`config.mk`:
```
export PLATFORM = sky130hd
export DESIGN_NAME = decode_top
export DESIGN_NICKNAME = d
export VERILOG_FILES = /design/src/design/decode_pkg.sv /design/src/design/decode_top.sv /design/src/design/issue_steer.sv /design/src/design/decode_stage_reg.sv /design/src/design/operand_extract.sv /design/src/design/insn_decoder.sv
export SDC_FILE = /design/constraint.sdc
export NUM_CORES = 1
export LEC_CHECK = 0
export ABC_AREA = 1
export BUFFER_PORTS_ARGS = -buffer_cell sky130_fd_sc_hd__buf_2
export CAP_MARGIN = 0
export CORE_ASPECT_RATIO = 0.7
export CORE_UTILIZATION = 45
export CTS_CLUSTER_SIZE = 40
export DETAILED_ROUTE_END_ITERATION = 7
export PLACE_DENSITY = 0.79
export SLEW_MARGIN = 5
export SYNTH_ARGS = -nofsm -noshare
export SYNTH_HDL_FRONTEND = slang
export SYNTH_HIERARCHICAL = 1
export SYNTH_SLANG_ARGS = --single-unit
```
`constraint.sdc`:
```
create_clock -name clk -period 1.4 [get_ports clk]
set_input_delay 0.21 -clock clk [delete_from_list [all_inputs] [get_ports clk]]
set_output_delay 0.21 -clock clk [all_outputs]
set_load 0.01 [all_outputs]
```
`src/design/decode_pkg.sv`:
```
`default_nettype none

package decode_pkg;

    typedef enum logic [3:0] {
        IQ_NONE = 4'b0000,
        IQ_BRU  = 4'b0001,
        IQ_AGU  = 4'b0010,
        IQ_ALU1 = 4'b0100,
        IQ_ALU0 = 4'b1000
    } iq_sel_e;

    typedef enum logic [4:0] {
        ALU0_LU12I = 5'd0,
        ALU0_SLTI  = 5'd1,
        ALU0_SLTUI = 5'd2,
        ALU0_ADDI  = 5'd3,
        ALU0_ANDI  = 5'd4,
        ALU0_ORI   = 5'd5,
        ALU0_XORI  = 5'd6,
        ALU0_ADD   = 5'd7,
        ALU0_SUB   = 5'd8,
        ALU0_SLT   = 5'd9,
        ALU0_SLTU  = 5'd10,
        ALU0_NOR   = 5'd11,
        ALU0_AND   = 5'd12,
        ALU0_OR    = 5'd13,
        ALU0_XOR   = 5'd14,
        ALU0_SLL   = 5'd15,
        ALU0_SRL   = 5'd16,
        ALU0_SRA   = 5'd17,
        ALU0_SLLI  = 5'd21,
        ALU0_SRLI  = 5'd22,
        ALU0_SRAI  = 5'd23
    } alu0_op_e;

    typedef enum logic [2:0] {
        ALU1_DIV   = 3'd0,
        ALU1_MOD   = 3'd1,
        ALU1_DIVU  = 3'd2,
        ALU1_MODU  = 3'd3,
        ALU1_MUL   = 3'd4,
        ALU1_MULH  = 3'd5,
        ALU1_MULHU = 3'd6
    } alu1_op_e;

    typedef enum logic [3:0] {
        AGU_NONE  = 4'd0,
        AGU_LD_B  = 4'd7,
        AGU_LD_H  = 4'd8,
        AGU_LD_W  = 4'd9,
        AGU_ST_B  = 4'd10,
        AGU_ST_H  = 4'd11,
        AGU_ST_W  = 4'd12,
        AGU_LD_BU = 4'd13,
        AGU_LD_HU = 4'd14
    } agu_op_e;

    typedef enum logic [3:0] {
        BRU_PCADDU12I = 4'd0,
        BRU_JIRL      = 4'd1,
        BRU_B         = 4'd2,
        BRU_BL        = 4'd3,
        BRU_BEQ       = 4'd4,
        BRU_BNE       = 4'd5,
        BRU_BLT       = 4'd6,
        BRU_BGE       = 4'd7,
        BRU_BLTU      = 4'd8,
        BRU_BGEU      = 4'd9
    } bru_op_e;

    typedef logic [4:0] reg_idx_t;

    typedef struct packed {
        logic [5:0]  pad;
        logic [19:0] val;     // si20 or 12-bit field
    } imm_alu_t;

    typedef struct packed {
        logic [8:0]  pad;
        logic [16:0] val;
    } imm_agu_t;

    typedef union packed {
        imm_alu_t    alu;
        imm_agu_t    agu;
        logic [25:0] bru;     // Full offs26 width
    } imm_word_u;

    typedef struct packed {
        logic      legal;
        logic      taken;     // Slot holds a strobed word
        iq_sel_e   iq_sel;
        alu0_op_e  alu0_op;
        alu1_op_e  alu1_op;
        agu_op_e   agu_op;
        bru_op_e   bru_op;
        imm_word_u imm;
        logic      dst_en;
        reg_idx_t  dst;
        logic      src1_en;
        reg_idx_t  src1;
        logic      src2_en;
        reg_idx_t  src2;
    } decode_bundle_t;

    typedef struct packed {
        alu0_op_e alu0;
        alu1_op_e alu1;
        agu_op_e  agu;
        bru_op_e  bru;
    } unit_ops_t;

endpackage

`default_nettype wire
```
`src/design/decode_top.sv`:
```
`timescale 1ns/1ps
`default_nettype none

module decode_top #(
    parameter int PC_W = 32
) (
    input  logic                  clk,
    input  logic                  rst_n,
    input  logic                  flush,
    input  logic                  hold,
    input  logic                  instruction_vld,
    input  logic [31:0]           instruction,
    input  logic [PC_W-1:0]       pc_in,
    output logic                  dec_valid,
    output logic                  illegal,
    output decode_pkg::iq_sel_e   iq_sel,
    output decode_pkg::unit_ops_t ops,
    output logic [19:0]           imm_alu0,
    output logic [16:0]           imm_agu,
    output logic [25:0]           imm_bru,
    output logic                  dst_en,
    output decode_pkg::reg_idx_t  dst,
    output logic                  src1_en,
    output decode_pkg::reg_idx_t  src1,
    output logic                  src2_en,
    output decode_pkg::reg_idx_t  src2,
    output logic [PC_W-1:0]       pc_out
);
    import decode_pkg::*;

    iq_sel_e        iq_sel_d;
    unit_ops_t      ops_d;
    logic           legal_d;
    logic           dst_en_d;
    logic           src1_en_d;
    logic           src2_en_d;
    reg_idx_t       dst_d;
    reg_idx_t       src1_d;
    reg_idx_t       src2_d;
    imm_word_u      imm_d;
    decode_bundle_t bundle_d;
    decode_bundle_t bundle_q;

    insn_decoder u_insn_decoder (
        .instruction (instruction),
        .iq_sel      (iq_sel_d),
        .ops         (ops_d),
        .legal       (legal_d)
    );

    operand_extract u_operand_extract (
        .instruction (instruction),
        .iq_sel      (iq_sel_d),
        .dst_en      (dst_en_d),
        .dst         (dst_d),
        .src1_en     (src1_en_d),
        .src1        (src1_d),
        .src2_en     (src2_en_d),
        .src2        (src2_d),
        .imm         (imm_d)
    );

    assign bundle_d = '{
        legal:   legal_d,
        taken:   instruction_vld,
        iq_sel:  iq_sel_d,
        alu0_op: ops_d.alu0,
        alu1_op: ops_d.alu1,
        agu_op:  ops_d.agu,
        bru_op:  ops_d.bru,
        imm:     imm_d,
        dst_en:  dst_en_d,
        dst:     dst_d,
        src1_en: src1_en_d,
        src1:    src1_d,
        src2_en: src2_en_d,
        src2:    src2_d
    };

    decode_stage_reg #(
        .PC_W (PC_W)
    ) u_decode_stage_reg (
        .clk       (clk),
        .rst_n     (rst_n),
        .flush     (flush),
        .hold      (hold),
        .insn_vld  (instruction_vld),
        .pc_in     (pc_in),
        .bundle_in (bundle_d),
        .bundle_q  (bundle_q),
        .pc_out    (pc_out)
    );

    issue_steer u_issue_steer (
        .bundle_q  (bundle_q),
        .dec_valid (dec_valid),
        .illegal   (illegal),
        .iq_sel    (iq_sel),
        .ops       (ops),
        .imm_alu0  (imm_alu0),
        .imm_agu   (imm_agu),
        .imm_bru   (imm_bru),
        .dst_en    (dst_en),
        .dst       (dst),
        .src1_en   (src1_en),
        .src1      (src1),
        .src2_en   (src2_en),
        .src2      (src2)
    );

endmodule

`default_nettype wire

```
`src/design/issue_steer.sv`:
```
`timescale 1ns/1ps
`default_nettype none

module issue_steer (
    input  decode_pkg::decode_bundle_t bundle_q,
    output logic                       dec_valid,
    output logic                       illegal,
    output decode_pkg::iq_sel_e        iq_sel,
    output decode_pkg::unit_ops_t      ops,
    output logic [19:0]                imm_alu0,
    output logic [16:0]                imm_agu,
    output logic [25:0]                imm_bru,
    output logic                       dst_en,
    output decode_pkg::reg_idx_t       dst,
    output logic                       src1_en,
    output decode_pkg::reg_idx_t       src1,
    output logic                       src2_en,
    output decode_pkg::reg_idx_t       src2
);
    import decode_pkg::*;

    assign dec_valid = bundle_q.legal;
    assign illegal   = bundle_q.taken && !bundle_q.legal;  // Strobed but undecodable
    assign iq_sel    = bundle_q.iq_sel;

    always_comb begin
        ops      = '0;
        imm_alu0 = '0;
        imm_agu  = '0;
        imm_bru  = '0;
        case (bundle_q.iq_sel)
            IQ_ALU0: begin
                ops.alu0 = bundle_q.alu0_op;
                imm_alu0 = bundle_q.imm.alu.val;
            end
            IQ_ALU1: ops.alu1 = bundle_q.alu1_op;
            IQ_AGU: begin
                ops.agu = bundle_q.agu_op;
                imm_agu = bundle_q.imm.agu.val;
            end
            IQ_BRU: begin
                ops.bru = bundle_q.bru_op;
                imm_bru = bundle_q.imm.bru;
            end
            default: ops = '0;
        endcase
    end

    assign dst_en  = bundle_q.legal && bundle_q.dst_en;
    assign src1_en = bundle_q.legal && bundle_q.src1_en;
    assign src2_en = bundle_q.legal && bundle_q.src2_en;
    assign dst     = bundle_q.dst;
    assign src1    = bundle_q.src1;
    assign src2    = bundle_q.src2;

endmodule

`default_nettype wire

```
`src/design/decode_stage_reg.sv`:
```
`timescale 1ns/1ps
`default_nettype none

module decode_stage_reg #(
    parameter int PC_W = 32
) (
    input  logic                       clk,
    input  logic                       rst_n,
    input  logic                       flush,
    input  logic                       hold,
    input  logic                       insn_vld,
    input  logic [PC_W-1:0]            pc_in,
    input  decode_pkg::decode_bundle_t bundle_in,
    output decode_pkg::decode_bundle_t bundle_q,
    output logic [PC_W-1:0]            pc_out
);
    import decode_pkg::*;

    logic load;

    assign load = !flush && !hold;

    always_ff @(posedge clk or negedge rst_n) begin
        if (!rst_n) begin
            bundle_q <= '0;
        end else if (flush) begin                        // Wins over hold
            bundle_q <= '0;
        end else if (load) begin
            bundle_q <= insn_vld ? bundle_in : decode_bundle_t'('0);
        end
    end

    always_ff @(posedge clk or negedge rst_n) begin
        if (!rst_n) begin
            pc_out <= '0;
        end else if (load && insn_vld) begin
            pc_out <= pc_in;
        end
    end

endmodule

`default_nettype wire

```
`src/design/operand_extract.sv`:
```
`timescale 1ns/1ps
`default_nettype none

module operand_extract (
    input  logic [31:0]           instruction,
    input  decode_pkg::iq_sel_e   iq_sel,
    output logic                  dst_en,
    output decode_pkg::reg_idx_t  dst,
    output logic                  src1_en,
    output decode_pkg::reg_idx_t  src1,
    output logic                  src2_en,
    output decode_pkg::reg_idx_t  src2,
    output decode_pkg::imm_word_u imm
);
    import decode_pkg::*;

    logic is_lu12i;
    logic is_pcaddu;
    logic is_bl;
    logic is_b_bl;
    logic is_jirl;
    logic is_3reg;
    logic is_cmp_br;

    assign is_lu12i  = (instruction[31:25] == 7'b0001010);
    assign is_pcaddu = (instruction[31:25] == 7'b0001110);
    assign is_bl     = (instruction[31:26] == 6'b010101);
    assign is_b_bl   = (instruction[31:27] == 5'b01010);
    assign is_jirl   = (instruction[31:26] == 6'b010011);
    assign is_3reg   = (instruction[31:20] == 12'h001);        // rd, rj, rk ALU forms
    assign is_cmp_br = (instruction[31:30] == 2'b01) && !is_jirl && !is_b_bl;

    always_comb begin
        dst_en  = 1'b0;
        src1_en = 1'b0;
        src2_en = 1'b0;
        case (iq_sel)
            IQ_ALU0: begin
                dst_en  = 1'b1;
                src1_en = !is_lu12i;
                src2_en = is_3reg;
            end
            IQ_ALU1: begin
                dst_en  = 1'b1;
                src1_en = 1'b1;
                src2_en = 1'b1;
            end
            IQ_AGU: begin
                dst_en  = !instruction[24];                     // Loads only
                src1_en = 1'b1;
                src2_en = instruction[24];                      // Store data in rd
            end
            IQ_BRU: begin
                dst_en  = is_jirl || is_bl;
                src1_en = !(is_pcaddu || is_b_bl);
                src2_en = is_cmp_br;
            end
            default: dst_en = 1'b0;
        endcase
    end

    assign dst  = is_bl ? 5'd1 : instruction[4:0];              // BL links to r1
    assign src1 = instruction[9:5];
    assign src2 = (iq_sel inside {IQ_AGU, IQ_BRU}) ? instruction[4:0] : instruction[14:10];

    always_comb begin
        imm = '0;
        case (iq_sel)
            IQ_ALU0: imm.alu.val = is_lu12i ? instruction[24:5] : {8'd0, instruction[21:10]};
            IQ_AGU:  imm.agu.val = {5'd0, instruction[21:10]};
            IQ_BRU: begin
                if (is_pcaddu) begin
                    imm.bru = {6'd0, instruction[24:5]};
                end else if (is_b_bl) begin
                    imm.bru = {instruction[9:0], instruction[25:10]};  // offs[25:16] in low bits
                end else begin
                    imm.bru = {10'd0, instruction[25:10]};
                end
            end
            default: imm = '0;
        endcase
    end

endmodule

`default_nettype wire

```
`src/design/insn_decoder.sv`:
```
`timescale 1ns/1ps
`default_nettype none

module insn_decoder (
    input  logic [31:0]           instruction,
    output decode_pkg::iq_sel_e   iq_sel,
    output decode_pkg::unit_ops_t ops,
    output logic                  legal
);
    import decode_pkg::*;

    alu0_op_e alu0_op;
    alu1_op_e alu1_op;
    agu_op_e  agu_op;
    bru_op_e  bru_op;

    always_comb begin
        iq_sel = IQ_NONE;
        casez (instruction[31:15])
            17'b0001010_??????????,                    // LU12I.W
            17'b0000001_00?_???????,                   // SLTI SLTUI
            17'b0000001_010_???????,                   // ADDI.W
            17'b0000001_101_???????,                   // ANDI
            17'b0000001_11?_???????,                   // ORI XORI
            17'b000000000001_00000,                    // ADD.W
            17'b000000000001_00010,                    // SUB.W
            17'b000000000001_0010?,                    // SLT SLTU
            17'b000000000001_010??,                    // NOR AND OR XOR
            17'b000000000001_0111?,                    // SLL.W SRL.W
            17'b000000000001_10000,                    // SRA.W
            17'b000000000100_00001,                    // SLLI.W
            17'b000000000100_01001,                    // SRLI.W
            17'b000000000100_10001:                    // SRAI.W
                iq_sel = IQ_ALU0;
            17'b000000000001_1100?,                    // MUL.W MULH.W
            17'b000000000001_11010,                    // MULH.WU
            17'b000000000010_000??:                    // DIV MOD DIVU MODU
                iq_sel = IQ_ALU1;
            17'b001010_000?_???????,                   // LD.B LD.H
            17'b001010_0010_???????,                   // LD.W
            17'b001010_010?_???????,                   // ST.B ST.H
            17'b001010_0110_???????,                   // ST.W
            17'b001010_100?_???????:                   // LD.BU LD.HU
                iq_sel = IQ_AGU;
            17'b0001110_??????????,                    // PCADDU12I
            17'b010011_???????????,                    // JIRL
            17'b01010?_???????????,                    // B BL
            17'b01011?_???????????,                    // BEQ BNE
            17'b01100?_???????????,                    // BLT BGE
            17'b01101?_???????????:                    // BLTU BGEU
                iq_sel = IQ_BRU;
            default:
                iq_sel = IQ_NONE;
        endcase
    end

    assign legal = (iq_sel != IQ_NONE);

    always_comb begin
        alu0_op = ALU0_LU12I;
        if (instruction[28]) begin
            alu0_op = ALU0_LU12I;
        end else if (instruction[25]) begin               // Immediate forms
            case (instruction[24:22])
                3'b000:  alu0_op = ALU0_SLTI;
                3'b001:  alu0_op = ALU0_SLTUI;
                3'b010:  alu0_op = ALU0_ADDI;
                3'b101:  alu0_op = ALU0_ANDI;
                3'b110:  alu0_op = ALU0_ORI;
                3'b111:  alu0_op = ALU0_XORI;
                default: alu0_op = ALU0_LU12I;
            endcase
        end else if (instruction[22]) begin               // Shift by ui5
            case (instruction[19:18])
                2'b00:   alu0_op = ALU0_SLLI;
                2'b01:   alu0_op = ALU0_SRLI;
                default: alu0_op = ALU0_SRAI;
            endcase
        end else begin
            case (instruction[19:15])
                5'b00000: alu0_op = ALU0_ADD;
                5'b00010: alu0_op = ALU0_SUB;
                5'b00100: alu0_op = ALU0_SLT;
                5'b00101: alu0_op = ALU0_SLTU;
                5'b01000: alu0_op = ALU0_NOR;
                5'b01001: alu0_op = ALU0_AND;
                5'b01010: alu0_op = ALU0_OR;
                5'b01011: alu0_op = ALU0_XOR;
                5'b01110: alu0_op = ALU0_SLL;
                5'b01111: alu0_op = ALU0_SRL;
                5'b10000: alu0_op = ALU0_SRA;
                default:  alu0_op = ALU0_LU12I;
            endcase
        end
    end

    always_comb begin
        if (instruction[21]) begin
            case (instruction[16:15])
                2'b00:   alu1_op = ALU1_DIV;
                2'b01:   alu1_op = ALU1_MOD;
                2'b10:   alu1_op = ALU1_DIVU;
                default: alu1_op = ALU1_MODU;
            endcase
        end else begin
            case (instruction[16:15])
                2'b00:   alu1_op = ALU1_MUL;
                2'b01:   alu1_op = ALU1_MULH;
                default: alu1_op = ALU1_MULHU;
            endcase
        end
    end

    always_comb begin
        case (instruction[25:22])
            4'b0000: agu_op = AGU_LD_B;
            4'b0001: agu_op = AGU_LD_H;
            4'b0010: agu_op = AGU_LD_W;
            4'b0100: agu_op = AGU_ST_B;
            4'b0101: agu_op = AGU_ST_H;
            4'b0110: agu_op = AGU_ST_W;
            4'b1000: agu_op = AGU_LD_BU;
            4'b1001: agu_op = AGU_LD_HU;
            default: agu_op = AGU_NONE;
        endcase
    end

    always_comb begin
        if (!instruction[30]) begin
            bru_op = BRU_PCADDU12I;
        end else begin
            case (instruction[29:26])
                4'b0011: bru_op = BRU_JIRL;
                4'b0100: bru_op = BRU_B;
                4'b0101: bru_op = BRU_BL;
                4'b0110: bru_op = BRU_BEQ;
                4'b0111: bru_op = BRU_BNE;
                4'b1000: bru_op = BRU_BLT;
                4'b1001: bru_op = BRU_BGE;
                4'b1010: bru_op = BRU_BLTU;
                4'b1011: bru_op = BRU_BGEU;
                default: bru_op = BRU_PCADDU12I;
            endcase
        end
    end

    assign ops = '{alu0: alu0_op, alu1: alu1_op, agu: agu_op, bru: bru_op};

endmodule

`default_nettype wire

```
==> results.json <==
{
  "cts_root_buffer": "clkbuf_16",
  "path_max_fanout": 5,
  "slowest_delay_ps": 190,
  "drv_slew": 0,
  "crit_path_end_kind": "register",
  "critPathArrivalTime_ps": 2210,
  "drive_gt1_frac": 0.413,
  "fillers": 1104,
  "grt-busiest-layer": "met2",
  "cts_tree": "built",
  "grt_max_degree": 74,
  "slowest_stage": "ha_2",
  "dp_hpwl_um": 16700,
  "ys_types": 31,
  "grt_pass1_vias": 6949,
  "grt_pass1_wl_um": 36200,
  "core_area_um2": 14700,
  "finalHoldViolCount": 0,
  "fin_skew_ps": 0,
  "finalWeightedCongestion": 0.962,
  "pre_cts_slack_ps": -893,
  "grt_overflow": 0,
  "rsz0062_at_grt": "true",
  "hold_class": "in -> reg",
  "ant_nets": 0,
  "clk_path_buf_depth": 2,
  "syn_nets": 1130,
  "area_delta_synth_final_pct": 55.5,
  "clk_pin_slew_ps": 70,
  "die_height_um": 105,
  "power.density_cell_area_nw_per_um2": 696,
  "via_per_inst": 5.32,
  "start_kind": "input pin",
  "stdcell_count": 1535,
  "cts_buffers": 9,
  "outcome": "finished, violations left",
  "synth_seq_cells": 98,
  "start_util": 0.462,
  "crit_top_cell": "nand2_1",
  "clock_sinks": 98,
  "relSlewSlack": 0.662,
  "setup_viol": 116,
  "drt_first_pass_iters": 6,
  "final.period_utilization": 1.37,
  "rows": 37,
  "worstSkewPairLatency_ps": 350,
  "drt_iter0_drc": 859,
  "worst_pin_slew_ps": 502,
  "final.min_clock_period_ps": 1920,
  "critPathKind": "in -> reg",
  "wl_um": 26100,
  "portBuffers": 203,
  "required_ps": 1690,
  "gr-usage-met3": 0.0611,
  "antenna_found_initial": 0,
  "die_x_um": 149,
  "die-area_um2": 15600,
  "place_inst": 1483,
  "diodes": 0,
  "post-route-drc-count": 0,
  "ys_warn_count": 6,
  "peakVddDrop_v": 0.000838,
  "wl_per_cell_um": 17.0,
  "ys_seq_area_frac": 0.360,
  "htree_levels": 3,
  "crit_chain": "buf_6 -> inv_4 -> ha_2 -> o21ai_2 -> nor2_1 -> nand2_1 -> nand2_1 -> nand2_1 -> nand2_2 -> nor2_4 -> inv_2 -> nor2_4 -> inv_2 -> nor2_4 -> nand2_2 -> nor2_4 -> nand2_1 -> nand2_1 -> nand3_1 -> nand2_1",
  "maxCapViolCount": 0,
  "use_met1": 0.427,
  "netlist_area_um2": 6800,
  "leakagePower_nw": 5.51,
  "grt_usage": 0.295,
  "failed_checks": "setup timing",
  "vias": 8167,
  "use_met2": 0.453,
  "num_io_pins": 204,
  "worst_slack_ps": -523,
  "final_nets": 1415,
  "syn_inst": 1050,
  "fmax_ghz": 0.520,
  "synth.avg_cell_area_um2": 6.48
}
## final timing paths
path,end,start,slack (ps),depth (start not counted)
setup reg to reg,u_decode_stage_reg/bundle_q[62]$_DFFE_PN0P_,u_decode_stage_reg/bundle_q[62]$_DFFE_PN0P_,560,3
max in group asynchronous,u_decode_stage_reg/pc_out[22]$_DFFE_PN0P_,rst_n,640,3
hold / removal,u_decode_stage_reg/pc_out[24]$_DFFE_PN0P_,pc_in[24],80,3
hold reg to reg,u_decode_stage_reg/pc_out[28]$_DFFE_PN0P_,u_decode_stage_reg/pc_out[28]$_DFFE_PN0P_,470,2
min in group asynchronous,u_decode_stage_reg/bundle_q[53]$_DFFE_PN0P_,rst_n,410,3
setup / recovery,u_decode_stage_reg/bundle_q[37]$_DFFE_PN0P_,instruction[15],-520,20
## Yosys cell counts
library cell | n | share of area
nor2_1 | 111 | 0.061
nor2_4 | 5 | 0.0083
a21oi_1 | 8 | 0.0059
nand2_4 | 1 | 0.0017
buf_4 | 39 | 0.043
o21ai_1 | 3 | 0.0022
o2111ai_1 | 1 | 0.0013
o21ai_4 | 1 | 0.0024
nor3_1 | 7 | 0.0051
buf_6 | 3 | 0.0050
inv_2 | 9 | 0.0050
a2111oi_0 | 1 | 0.0013
clkbuf_1 | 16 | 0.0088
o211ai_1 | 3 | 0.0033
nand2_2 | 3 | 0.0028
nand3_1 | 172 | 0.13
inv_1 | 117 | 0.065
ha_1 | 11 | 0.020
a21oi_2 | 1 | 0.0013
dfrtp_1 | 98 | 0.36
a211oi_1 | 1 | 0.0011
nand4_1 | 5 | 0.0046
a31oi_1 | 3 | 0.0028
nor2_2 | 29 | 0.027
nand2_1 | 355 | 0.20
nand3b_1 | 3 | 0.0033
o21ai_0 | 21 | 0.015
nand3_2 | 4 | 0.0059
o31ai_1 | 1 | 0.0011
buf_1 | 1 | 0.00055
buf_2 | 17 | 0.013
## metrics by stage
stage | util | setup TNS [ps] | hold slack [ps] | total power [mW] | area (um^2)
floorplan | - | -13940 | -85.6 | 3.90 | 6910
global placement | 0.588 | -28000 | 252 | 4.60 | 8650
detailed placement | 0.588 | -32060 | 254 | 4.63 | 8650
CTS | 0.634 | -35090 | 78.9 | 7.25 | 9340
global route | 0.719 | -50580 | 96.6 | 7.68 | 10600
finish | 0.719 | -44160 | 84.5 | 7.36 | 10600
## kinds of logic (layout without fill, tap and decap cells)
family	count (synthesis)	in the layout	synth area share
buffers and inverters	202	491	0.139
AO/OA/AOI/OAI	44	44	0.0381
adder cells (fa/ha/maj)	11	11	0.0202
AND/OR/NAND/NOR	695	696	0.442
flip-flops	98	98	0.360
## critical path, delay by kind of cell
| kind | cells | cell delay (ps) |
|---|---|---|
| adders and majority gates | 1 | 190 |
| and+or+nand+nor | 14 | 1410 |
| buffers and inverters | 4 | 260 |
| AOI/OAI and AO/OA | 1 | 140 |
## final cells by class
type	count	area, um^2	area share
Inverter	126	494	0.0467
Tap cell	195	244	0.0231
Clock buffer	10	229	0.0216
Sequential cell	98	2460	0.232
Clock inverter	6	72.6	0.00686
Timing Repair Buffer	349	2820	0.267
Multi-Input combinational cell	751	4260	0.402
## per-layer routing
| layer | up-vias | wire (um) |
|---|---|---|
| li1 | 3804 | - |
| met1 | 3813 | 11100 |
| met3 | 65 | 2690 |
| met5 | - | 0 |
| met2 | 485 | 11600 |
| met4 | 0 | 658 |
## cells in the final DEF, fill, tap and decap left out, types with 2 or more instances in the layout
| master | netlist | final |
|---|---|---|
| buf_6 | 3 | 73 |
| nor3_1 | 7 | 6 |
| nand3b_1 | 3 | 3 |
| a21oi_1 | 8 | 6 |
| nand2_2 | 3 | 13 |
| nand2_4 | 1 | 7 |
| nand2_1 | 355 | 336 |
| nand2_8 | 0 | 4 |
| dfrtp_2 | 0 | 4 |
| ha_2 | 0 | 2 |
| nand4_1 | 5 | 5 |
| dfrtp_1 | 98 | 94 |
| o211ai_1 | 3 | 3 |
| o21ai_0 | 21 | 12 |
| o21ai_1 | 3 | 4 |
| nand3_4 | 0 | 2 |
| nand3_1 | 172 | 157 |
| buf_12 | 0 | 14 |
| inv_2 | 9 | 19 |
| ha_1 | 11 | 5 |
| a21oi_2 | 1 | 2 |
| nor2_1 | 111 | 47 |
| o21ai_2 | 0 | 5 |
| clkinvlp_4 | 0 | 4 |
| a31oi_1 | 3 | 3 |
| buf_2 | 17 | 143 |
| o21ai_4 | 1 | 4 |
| clkbuf_16 | 0 | 14 |
| inv_4 | 0 | 5 |
| buf_4 | 39 | 110 |
| nand3_2 | 4 | 17 |
| ha_4 | 0 | 4 |
| inv_1 | 117 | 100 |
| buf_8 | 0 | 3 |
| nor2_4 | 5 | 71 |
| inv_6 | 0 | 2 |
| nor2_2 | 29 | 27 |
## sequential cells by signal, indices dropped and copies added, names as in the netlist
name,flops
u_decode_stage_reg/bundle_q,66
u_decode_stage_reg/pc_out,32
## power breakdown
part | switching [mW] | leakage (nW) | internal, mW
Clock | 1.17 | 0.137 | 1.41
Sequential | 0.102 | 1.31 | 3.01
Combinational | 1.02 | 4.07 | 0.653
Total | 2.29 | 5.51 | 5.07
## timing repair
item	CTS	global route
gates resized for setup	85	231
pin swaps	32	63
endpoints found under the setup margin	113	118
hold endpoints to repair	98	0
setup buffers	15	14
hold buffers	1	0
cloned	1	7
Power figures use the tool's default switching activity.
